## src/hdl/link_pkg.sv

```systemverilog
/*
 * link package
 * frame codes and frame geometry of the one-wire handshake line
 */
package link_pkg;

    // ~~~~~~~~~~~~~~~~~~~~~~~~~~~~~~~~~~~~~~~~~~~~~~~~~~~~~~~~~~~~
    // frame codes
    // ~~~~~~~~~~~~~~~~~~~~~~~~~~~~~~~~~~~~~~~~~~~~~~~~~~~~~~~~~~~~

    // code carried by one frame, msb goes out first
    typedef logic [1:0] frame_code_t;

    // ack, used for ready and for acknowledging a game end
    localparam frame_code_t CODE_ACK = 2'b01;
    // game end, sent by the losing side
    localparam frame_code_t CODE_END = 2'b10;

    // ~~~~~~~~~~~~~~~~~~~~~~~~~~~~~~~~~~~~~~~~~~~~~~~~~~~~~~~~~~~~
    // frame geometry
    // ~~~~~~~~~~~~~~~~~~~~~~~~~~~~~~~~~~~~~~~~~~~~~~~~~~~~~~~~~~~~

    // start bit, two code bits, stop bit
    localparam int   FRAME_BITS = 4;
    localparam logic START_BIT  = 1'b1;
    localparam logic STOP_BIT   = 1'b0;
    // quiet line sits at the same level as the stop bit
    localparam logic IDLE_BIT   = 1'b0;

endpackage

```

## src/hdl/game_pkg.sv

```systemverilog
/*
 * game package
 * session state encoding and win timeout of the multiplayer link
 */
package game_pkg;

    // multiplayer session states
    typedef enum logic [2:0] {
        IDLE,
        GAME_READY,
        IN_GAME,
        GAME_LOST,
        GAME_WON
    } session_state_t;

    // cycles spent in GAME_WON before going back to idle
    localparam int WIN_TIMEOUT_CYCLES = 64;
    // counter width, must hold WIN_TIMEOUT_CYCLES - 1
    localparam int WIN_COUNT_BITS     = 7;

endpackage

```

## src/hdl/win_timer.sv

```systemverilog
/*
 * win timer
 * counts cycles while enabled and flags the end of the win window
 */
`timescale 1ns/1ps

module win_timer (
    input  logic clk,
    input  logic rst_l,
    input  logic enable,
    output logic timeout
);
    import game_pkg::*;

    logic [WIN_COUNT_BITS-1:0] win_cnt;

    // counter restarts from zero every time enable drops
    always_ff @(posedge clk, negedge rst_l) begin
        if (!rst_l) begin
            win_cnt <= '0;
        end else if (!enable) begin
            win_cnt <= '0;
        end else begin
            win_cnt <= win_cnt + 1'b1;
        end
    end

    // terminal count, the fsm leaves on the following edge
    assign timeout = enable && (win_cnt == WIN_COUNT_BITS'(WIN_TIMEOUT_CYCLES - 1));

endmodule

```

## src/hdl/sender_fsm.sv

```systemverilog
/*
 * session control FSM
 * tracks the multiplayer session, picks which frames to send
 * and reports the game status to the game logic
 */
`timescale 1ns/1ps

module sender_fsm (
    input  logic clk,
    input  logic rst_l,
    input  logic player_ready,
    input  logic player_unready,
    input  logic top_out,
    input  logic ack_received,
    input  logic game_end,
    output logic send_ready,
    output logic send_game_lost,
    output logic game_active,
    output logic ingame,
    output logic gamelost
);
    import game_pkg::*;

    session_state_t state;
    session_state_t next_state;
    logic           win_en;
    logic           win_timeout;

    // ~~~~~~~~~~~~~~~~~~~~~~~~~~~~~~~~~~~~~~~~~~~~~~~~~~~~~~~~~~~~
    // win window
    // ~~~~~~~~~~~~~~~~~~~~~~~~~~~~~~~~~~~~~~~~~~~~~~~~~~~~~~~~~~~~

    // timer only runs in GAME_WON, cleared everywhere else
    assign win_en = (state == GAME_WON);

    win_timer win_timer_inst (
        .clk     (clk),
        .rst_l   (rst_l),
        .enable  (win_en),
        .timeout (win_timeout)
    );

    // ~~~~~~~~~~~~~~~~~~~~~~~~~~~~~~~~~~~~~~~~~~~~~~~~~~~~~~~~~~~~
    // state register
    // ~~~~~~~~~~~~~~~~~~~~~~~~~~~~~~~~~~~~~~~~~~~~~~~~~~~~~~~~~~~~

    always_ff @(posedge clk, negedge rst_l) begin
        if (!rst_l) begin
            state <= IDLE;
        end else begin
            state <= next_state;
        end
    end

    // next state
    always_comb begin
        next_state = state;
        case (state)
            IDLE: begin
                // wait for the player to ask for a match
                if (player_ready) begin
                    next_state = GAME_READY;
                end
            end
            GAME_READY: begin
                // cancel wins over an ack arriving the same cycle
                if (player_unready) begin
                    next_state = IDLE;
                end else if (ack_received) begin
                    next_state = IN_GAME;
                end
            end
            IN_GAME: begin
                // opponent's game end takes priority over our own top out
                if (game_end) begin
                    next_state = GAME_WON;
                end else if (top_out) begin
                    next_state = GAME_LOST;
                end
            end
            GAME_LOST: begin
                // opponent acknowledges our game end
                if (ack_received) begin
                    next_state = IDLE;
                end
            end
            GAME_WON: begin
                if (win_timeout) begin
                    next_state = IDLE;
                end
            end
            default: begin
                next_state = IDLE;
            end
        endcase
    end

    // ~~~~~~~~~~~~~~~~~~~~~~~~~~~~~~~~~~~~~~~~~~~~~~~~~~~~~~~~~~~~
    // output decode
    // ~~~~~~~~~~~~~~~~~~~~~~~~~~~~~~~~~~~~~~~~~~~~~~~~~~~~~~~~~~~~

    always_comb begin
        send_ready     = 1'b0;
        send_game_lost = 1'b0;
        game_active    = 1'b0;
        ingame         = 1'b0;
        gamelost       = 1'b0;
        case (state)
            GAME_READY: begin
                // keep offering acks until the opponent answers
                send_ready  = 1'b1;
                game_active = 1'b1;
            end
            IN_GAME: begin
                game_active = 1'b1;
                ingame      = 1'b1;
            end
            GAME_LOST: begin
                // repeat game end until acknowledged
                send_game_lost = 1'b1;
                game_active    = 1'b1;
                gamelost       = 1'b1;
            end
            GAME_WON: begin
                // acks let the losing side drop back to idle
                send_ready  = 1'b1;
                game_active = 1'b1;
            end
            default: begin
                send_ready = 1'b0;
            end
        endcase
    end

endmodule

```

## src/hdl/handshake_tx.sv

```systemverilog
/*
 * handshake transmitter
 * serializes ack and game end frames onto the outgoing line
 */
`timescale 1ns/1ps

module handshake_tx (
    input  logic clk,
    input  logic rst_l,
    input  logic send_ready,
    input  logic send_game_lost,
    output logic link_out
);
    import link_pkg::*;

    logic        busy;
    logic [1:0]  bit_cnt;
    frame_code_t frame_code;
    logic        frame_done;
    logic        frame_req;

    // boundary is either a quiet line or the stop bit going out
    assign frame_done = !busy || (bit_cnt == 2'(FRAME_BITS - 1));
    // requests are levels, only looked at on a boundary
    assign frame_req  = send_ready || send_game_lost;

    // ~~~~~~~~~~~~~~~~~~~~~~~~~~~~~~~~~~~~~~~~~~~~~~~~~~~~~~~~~~~~
    // bit sequencer
    // ~~~~~~~~~~~~~~~~~~~~~~~~~~~~~~~~~~~~~~~~~~~~~~~~~~~~~~~~~~~~

    // bit_cnt is the index of the bit currently on link_out
    always_ff @(posedge clk, negedge rst_l) begin
        if (!rst_l) begin
            busy     <= 1'b0;
            bit_cnt  <= '0;
            link_out <= IDLE_BIT;
        end else if (frame_done) begin
            // start a new frame right away, or go quiet
            busy     <= frame_req;
            bit_cnt  <= '0;
            link_out <= frame_req ? START_BIT : IDLE_BIT;
        end else begin
            bit_cnt <= bit_cnt + 1'b1;
            case (bit_cnt)
                2'd0: begin
                    link_out <= frame_code[1];
                end
                2'd1: begin
                    link_out <= frame_code[0];
                end
                default: begin
                    link_out <= STOP_BIT;
                end
            endcase
        end
    end

    // code latched with the start bit, held for the whole frame
    always_ff @(posedge clk) begin
        if (frame_done) begin
            frame_code <= send_game_lost ? CODE_END : CODE_ACK;
        end
    end

endmodule

```

## src/hdl/handshake_rx.sv

```systemverilog
/*
 * handshake receiver
 * detects frames on the incoming line and pulses ack_received
 * or game_end for one cycle per valid frame
 */
`timescale 1ns/1ps

module handshake_rx (
    input  logic clk,
    input  logic rst_l,
    input  logic link_in,
    output logic ack_received,
    output logic game_end
);
    import link_pkg::*;

    // hunt for start, take two code bits, skip the stop bit
    typedef enum logic [1:0] {
        RX_HUNT,
        RX_CODE_HI,
        RX_CODE_LO,
        RX_STOP
    } rx_state_t;

    rx_state_t   rx_state;
    logic        link_q;
    frame_code_t code_sr;

    // ~~~~~~~~~~~~~~~~~~~~~~~~~~~~~~~~~~~~~~~~~~~~~~~~~~~~~~~~~~~~
    // input stage and frame FSM
    // ~~~~~~~~~~~~~~~~~~~~~~~~~~~~~~~~~~~~~~~~~~~~~~~~~~~~~~~~~~~~

    always_ff @(posedge clk, negedge rst_l) begin
        if (!rst_l) begin
            link_q   <= IDLE_BIT;
            rx_state <= RX_HUNT;
        end else begin
            link_q <= link_in;
            case (rx_state)
                RX_HUNT: begin
                    if (link_q == START_BIT) begin
                        rx_state <= RX_CODE_HI;
                    end
                end
                RX_CODE_HI: begin
                    rx_state <= RX_CODE_LO;
                end
                RX_CODE_LO: begin
                    rx_state <= RX_STOP;
                end
                default: begin
                    // stop bit is not checked, back to hunting
                    rx_state <= RX_HUNT;
                end
            endcase
        end
    end

    // msb arrives first, shift left
    always_ff @(posedge clk) begin
        if ((rx_state == RX_CODE_HI) || (rx_state == RX_CODE_LO)) begin
            code_sr <= {code_sr[0], link_q};
        end
    end

    // ~~~~~~~~~~~~~~~~~~~~~~~~~~~~~~~~~~~~~~~~~~~~~~~~~~~~~~~~~~~~
    // code decode
    // ~~~~~~~~~~~~~~~~~~~~~~~~~~~~~~~~~~~~~~~~~~~~~~~~~~~~~~~~~~~~

    // RX_STOP lasts one cycle so each frame gives exactly one pulse,
    // three cycles after the start bit was registered
    // unknown codes match neither compare and are dropped
    assign ack_received = (rx_state == RX_STOP) && (code_sr == CODE_ACK);
    assign game_end     = (rx_state == RX_STOP) && (code_sr == CODE_END);

endmodule

```

## src/hdl/multiplayer_link.sv

```systemverilog
/*
 * multiplayer link top
 * session FSM plus the handshake transmitter and receiver
 */
`timescale 1ns/1ps

module multiplayer_link (
    input  logic clk,
    input  logic rst_l,
    input  logic player_ready,
    input  logic player_unready,
    input  logic top_out,
    input  logic link_in,
    output logic link_out,
    output logic game_active,
    output logic ingame,
    output logic gamelost
);

    // frame requests from the fsm, levels
    logic send_ready;
    logic send_game_lost;
    // decoded opponent frames, one-cycle pulses
    logic ack_received;
    logic game_end;

    // ~~~~~~~~~~~~~~~~~~~~~~~~~~~~~~~~~~~~~~~~~~~~~~~~~~~~~~~~~~~~
    // session control
    // ~~~~~~~~~~~~~~~~~~~~~~~~~~~~~~~~~~~~~~~~~~~~~~~~~~~~~~~~~~~~

    sender_fsm sender_fsm_inst (
        .clk            (clk),
        .rst_l          (rst_l),
        .player_ready   (player_ready),
        .player_unready (player_unready),
        .top_out        (top_out),
        .ack_received   (ack_received),
        .game_end       (game_end),
        .send_ready     (send_ready),
        .send_game_lost (send_game_lost),
        .game_active    (game_active),
        .ingame         (ingame),
        .gamelost       (gamelost)
    );

    // ~~~~~~~~~~~~~~~~~~~~~~~~~~~~~~~~~~~~~~~~~~~~~~~~~~~~~~~~~~~~
    // handshake line
    // ~~~~~~~~~~~~~~~~~~~~~~~~~~~~~~~~~~~~~~~~~~~~~~~~~~~~~~~~~~~~

    // outgoing line toward the opponent
    handshake_tx handshake_tx_inst (
        .clk            (clk),
        .rst_l          (rst_l),
        .send_ready     (send_ready),
        .send_game_lost (send_game_lost),
        .link_out       (link_out)
    );

    // incoming line from the opponent
    handshake_rx handshake_rx_inst (
        .clk          (clk),
        .rst_l        (rst_l),
        .link_in      (link_in),
        .ack_received (ack_received),
        .game_end     (game_end)
    );

endmodule

```

## config.mk

```make
export PLATFORM = sky130hd
export DESIGN_NAME = multiplayer_link
export DESIGN_NICKNAME = d
export VERILOG_FILES = /design/src/hdl/link_pkg.sv /design/src/hdl/game_pkg.sv /design/src/hdl/win_timer.sv /design/src/hdl/sender_fsm.sv /design/src/hdl/handshake_tx.sv /design/src/hdl/handshake_rx.sv /design/src/hdl/multiplayer_link.sv
export SDC_FILE = /design/constraint.sdc
export NUM_CORES = 1
export LEC_CHECK = 0
export BUFFER_PORTS_ARGS = -buffer_cell sky130_fd_sc_hd__buf_2
export CAP_MARGIN = 0
export CORE_MARGIN = 10
export CORE_UTILIZATION = 50
export DETAILED_ROUTE_END_ITERATION = 8
export GPL_TIMING_DRIVEN = 0
export PLACE_DENSITY = 0.69
export SLEW_MARGIN = 20
export SYNTH_ARGS = -nofsm -noshare
export SYNTH_HDL_FRONTEND = slang
export SYNTH_SLANG_ARGS = --single-unit
```

## constraint.sdc

```tcl
create_clock -name clk -period 1.9 [get_ports clk]
set_input_delay 0.095 -clock clk [delete_from_list [all_inputs] [get_ports clk]]
set_output_delay 0.095 -clock clk [all_outputs]
set_load 0.05 [all_outputs]
```

After elaboration in Yosys (flattened, before gate mapping). Cells that the tools add are included.

$add $sub $neg: 2. Equality and inequality tests: 18. Muxes and demuxes: 20. Reductions and logical operators: 13.

Operators with widths (count): $mux W3 (7); $pmux W3 S5 (1); $eq A2 B2 Y1 const B (4); $add A7 B1 Y7 const B (1); $eq A7 B6 Y1 const B (1); $mux W7 (1); $eq A2 B1 Y1 const B (3); $eq A3 B2 Y1 const B (2); $mux W1 (6); $mux W2 (3); $ne A3 B3 Y1 const B (2); $pmux W2 S3 (1); $reduce_and A5 Y1 (1); $logic_not A2 Y1 (2); $ne A2 B1 Y1 const B (2); $ne A2 B2 Y1 const B (2); $reduce_or A4 Y1 (1); $eq A3 B1 Y1 const B (1); $eq A3 B3 Y1 const B (1); $logic_and A1 B1 Y1 (3); $logic_not A3 Y1 (1); $logic_or A1 B1 Y1 (3); $add A2 B1 Y2 const B (1); $pmux W1 S2 (1); 2 further kinds (2).

Flip-flop bits (word level): 21. Output and inout bits: 4. Word-level logic and storage cells: 62.

Depth between registers and ports, before layout.
Depth after elaboration: 6. Depth in mapped cells: 6.

Hierarchy. Synthesis repeated with hierarchy kept, for this count alone.

Cell total of the unflattened synthesis: 90. Area, all modules: 1028.5 um^2.

By module, submodules not included: win_timer (times used 1, cells each 26, area an instance 316.6 um^2, seq. area each 175.2 um^2); handshake_tx (times used 1, cells each 20, area an instance 265.3 um^2, seq. area each 160.2 um^2); handshake_rx (times used 1, cells each 18, area an instance 230.2 um^2, seq. area each 135.1 um^2); sender_fsm (times used 1, cells each 26, area an instance 216.5 um^2, seq. area each 75.1 um^2).

Least setup slack after synthesis. Ideal clock, no wire load.

Path kind: reg-to-reg. Start: register sender_fsm_inst.state[0]. End: register sender_fsm_inst.state[1]. Library setup time: 123 ps. Arrival: 1352 ps. Path slack: 425 ps. Cell stages (with the launch flop): 7. Path through: dfrtp_1 buf_6 or3b_1 buf_6 a31o_1 a31oi_1 a21oi_1.

Cells in the longest elaborated chain, start to end: 4.

Ends and longest elaborated chain: start, declared (RTL line sender_fsm.sv:24) `session_state_t state;`; start signal, assigned (RTL line sender_fsm.sv:51) `state <= next_state;`; $eq A3 B3 Y1 (RTL line sender_fsm.sv:34, sender_fsm.sv:58); $logic_and A1 B1 Y1 (RTL line win_timer.sv:29) `assign timeout = enable && (win_cnt == WIN_COUNT_BITS'(WIN_TIMEOUT_CYCLES - 1));`; $ne A2 B1 Y1 (no line); $reduce_and A5 Y1 (no line).

Several ways; a longest one is shown, not always the timed one. A chain may end at the register's enable or synchronous reset.

Worst setup path after layout.
Start: register sender_fsm_inst.state[1]. End: register sender_fsm_inst.state[1].

Same word-level chain as after synthesis.

==> flow_summary.json <==
{
  "root_buffer": "clkbuf_4",
  "finalCriticalPeriod_ps": 1571,
  "final_cells": 137,
  "hold_violations": 0,
  "avgViaCountPerCell": 5.146,
  "dr.first_iter.drc_count": 13,
  "die_h_um": 65.30,
  "htree_levels": 1,
  "status": "complete, no violations",
  "yosysUniqueCellTypes": 29,
  "holdBufCountCts": 2,
  "crit_chain": "buf_2 -> or3b_1 -> buf_6 -> a31o_1 -> a31oi_1 -> a21oi_1",
  "clock_skew_ps": 14.15,
  "dieArea_um2": 4264,
  "nets": 124,
  "grt_overflow": 0,
  "grt_pass1_wl_um": 2801,
  "startpoint_type": "register",
  "crit_start": "sender_fsm_inst.state[1]",
  "drc": 0,
  "hp-start": "top_out",
  "avgSynthCellArea_um2": 10.80,
  "pin_count": 10,
  "rsz0062_at_grt": "false",
  "setup_tns_ps": 0,
  "pwr_density_cell_nw_per_um2": 1396,
  "crit_type": "register to register",
  "ant_nets": 0,
  "cp_num_buf_inv": 2,
  "critPathTopFamily": "compound AO/OA/AOI/OAI gates",
  "slew_headroom_pct": 75.50,
  "synth_seq_cells": 21,
  "synth_area_um2": 1026,
  "worstReg2RegStart": "sender_fsm_inst.state[1]",
  "clk_latency_ps": 300,
  "dp_cells": 131,
  "worst_pin_slew_ps": 367.5,
  "core_area_um2": 1962,
  "power.leakage_nw": 0.5484,
  "clockBufferDepth": 2,
  "cp_max_fo": 10,
  "dp_hpwl_um": 1175,
  "port_buffers": 9,
  "whs_ps": 163.6,
  "endpoint": "sender_fsm_inst.state[1]",
  "vdd_drop_max_v": 0.0008133,
  "syn_to_final_growth_pct": 12.19,
  "slowest_stage": "dfrtp_1",
  "gp_congestion": 0.7737,
  "placementRows": 16,
  "critPathCaptureType": "register",
  "critical-path-max-stage-delay_ps": 370,
  "antenna_found_initial": 0,
  "arrival_ps": 1750,
  "wl_um": 1602,
  "fmax_mhz": 636.7,
  "cts_buffers": 3,
  "hp-class": "input port to register",
  "cp.depth": 6,
  "clk_pin_slew_ps": 100,
  "syn_inst": 95,
  "yosys_warnings": 0,
  "layout-drive-gt1-share_pct": 14.55,
  "cts_resized": 0,
  "required_ps": 2080,
  "r2r_setup_slack_ps": 330,
  "die-width_um": 65.30,
  "cts_tree": "done",
  "synth_nets": 108,
  "vias": 705,
  "cts.sinks": 21,
  "grt_max_degree": 18,
  "ys_seq_area_share_pct": 53.17,
  "drt_pass1_iterations": 4,
  "wl_per_cell_um": 11.69,
  "start_util_pct": 52.30,
  "diodes": 0,
  "drv_slew": 0,
  "maxCapViolations": 0,
  "rr_worst_depth": 6,
  "setup_viol": 0,
  "post-route-period-util_pct": 82.66,
  "grt_use_total_pct": 8.380,
  "total_power_w": 0.001607,
  "rr_endpoint": "sender_fsm_inst.state[1]",
  "grt_pass1_vias": 651,
  "postCtsSetupRepairBufs": 0
}
-- cells in the mapped netlist --
master    number  area (µm²)
buf_6          2       22.52
inv_1          9       33.78
o21ai_0        4       20.02
nand3_1        4       20.02
nand3b_1       2       15.01
nand2b_1       2       12.51
or2b_1         1       7.510
nor2b_1        2       12.51
buf_2          1       5.000
or3_1          2       12.51
and3_1         2       12.51
and4b_1        1       10.01
edfxtp_1       4       120.1
a211o_1        1       8.760
a221oi_1       1       8.760
a31o_1         1       8.760
a21oi_1        4       20.02
xor2_1         3       26.28
nand4b_1       1       8.760
o31ai_1        2       15.01
ha_1           7       87.58
dfrtp_1       17       425.4
or3b_1         1       8.760
a31oi_1        3       18.77
xnor2_1        2       17.52
nor2_1        11       41.29
nand2_1        3       11.26
buf_4          1       7.510
o211ai_1       1       7.510
-- area by class of cell --
class	count	area, µm²
fill	184	810.8
sequential	21	545.5
multi-input combinational	61	411.6
timing repair buffer	11	65.06
buffer	4	35.03
inverter	9	33.78
tap	27	33.78
clock buffer	4	26.28
-- cells by family (layout without fill, tap and decap cells) --
| group | Yosys count | count (layout) | synth area share, % |
|---|---|---|---|
| simple gates | 32 | 32 | 16.83 |
| flops | 21 | 21 | 53.17 |
| compound gates | 17 | 17 | 10.49 |
| buf+inv | 13 | 28 | 6.707 |
| fa+ha+maj | 7 | 7 | 8.536 |
| xor+xnor | 5 | 5 | 4.269 |
-- cell usage in the layout (no fill, tap or decap), drive strengths merged, types with 3 or more instances in the layout --
cell / instances
dfrtp: 17
buf: 13
nor2: 11
inv: 9
ha: 7
nand3: 4
o21ai: 4
a21oi: 4
edfxtp: 4
clkbuf: 4
nand2: 3
xor2: 3
a31oi: 3
-- power by group --
group          total (W)  switching, W  internal, W  leakage, nW
Clock           0.000209      0.000128    0.0000817       0.0150
Combinational   0.000712      0.000447     0.000264        0.278
Sequential      0.000686     0.0000722     0.000614        0.255
-- how the worst min path moves through the flow --
| stage | to | slack, ps | depth (start not counted) |
|---|---|---|---|
| final | sender_fsm_inst.state[0] | 160 | 3 |
| after global routing | sender_fsm_inst.state[0] | 150 | 3 |
| after CTS | sender_fsm_inst.state[0] | 150 | 3 |
| after detailed placement | handshake_tx_inst.bit_cnt[0] | 40 | 1 |
| after global placement | handshake_tx_inst.bit_cnt[0] | 30 | 1 |
| after floorplan | handshake_rx_inst.link_q | -200 | 0 |
-- metal layers --
metal	routed length [µm]	GRT usage, %
met4	14	4.813
met3	79	3.390
met1	678	9.200
met5	0	0
met2	830	13.41
-- through the flow --
stage,setup slack (ps),cell area [µm²],utilization [%]
3_3_place_gp,346.6,1105,56.31
3_5_place_dp,355.0,1105,56.31
5_1_grt,253.3,1151,58.67
4_1_cts,314.3,1151,58.67
6_report,329.4,1151,58.67
2_1_floorplan,424.8,1026,-
-- sequential cells by signal (all words and copies together), names as in the netlist --
register                                flops
handshake_tx_inst.link_out                  1
handshake_rx_inst.link_q                    1
handshake_tx_inst.busy                      1
handshake_tx_inst.bit_cnt                   2
handshake_rx_inst.code_sr                   2
handshake_rx_inst.rx_state                  2
sender_fsm_inst.win_timer_inst.win_cnt      7
sender_fsm_inst.state                       3
handshake_tx_inst.frame_code                2
-- worst register-to-register path, stage by stage (launching register included) --
cell	delay (ps)
dfrtp_1	370
buf_2	170
or3b_1	370
buf_6	150
a31o_1	210
a31oi_1	150
a21oi_1	50
Note: power is estimated with default switching activity, not from simulation.
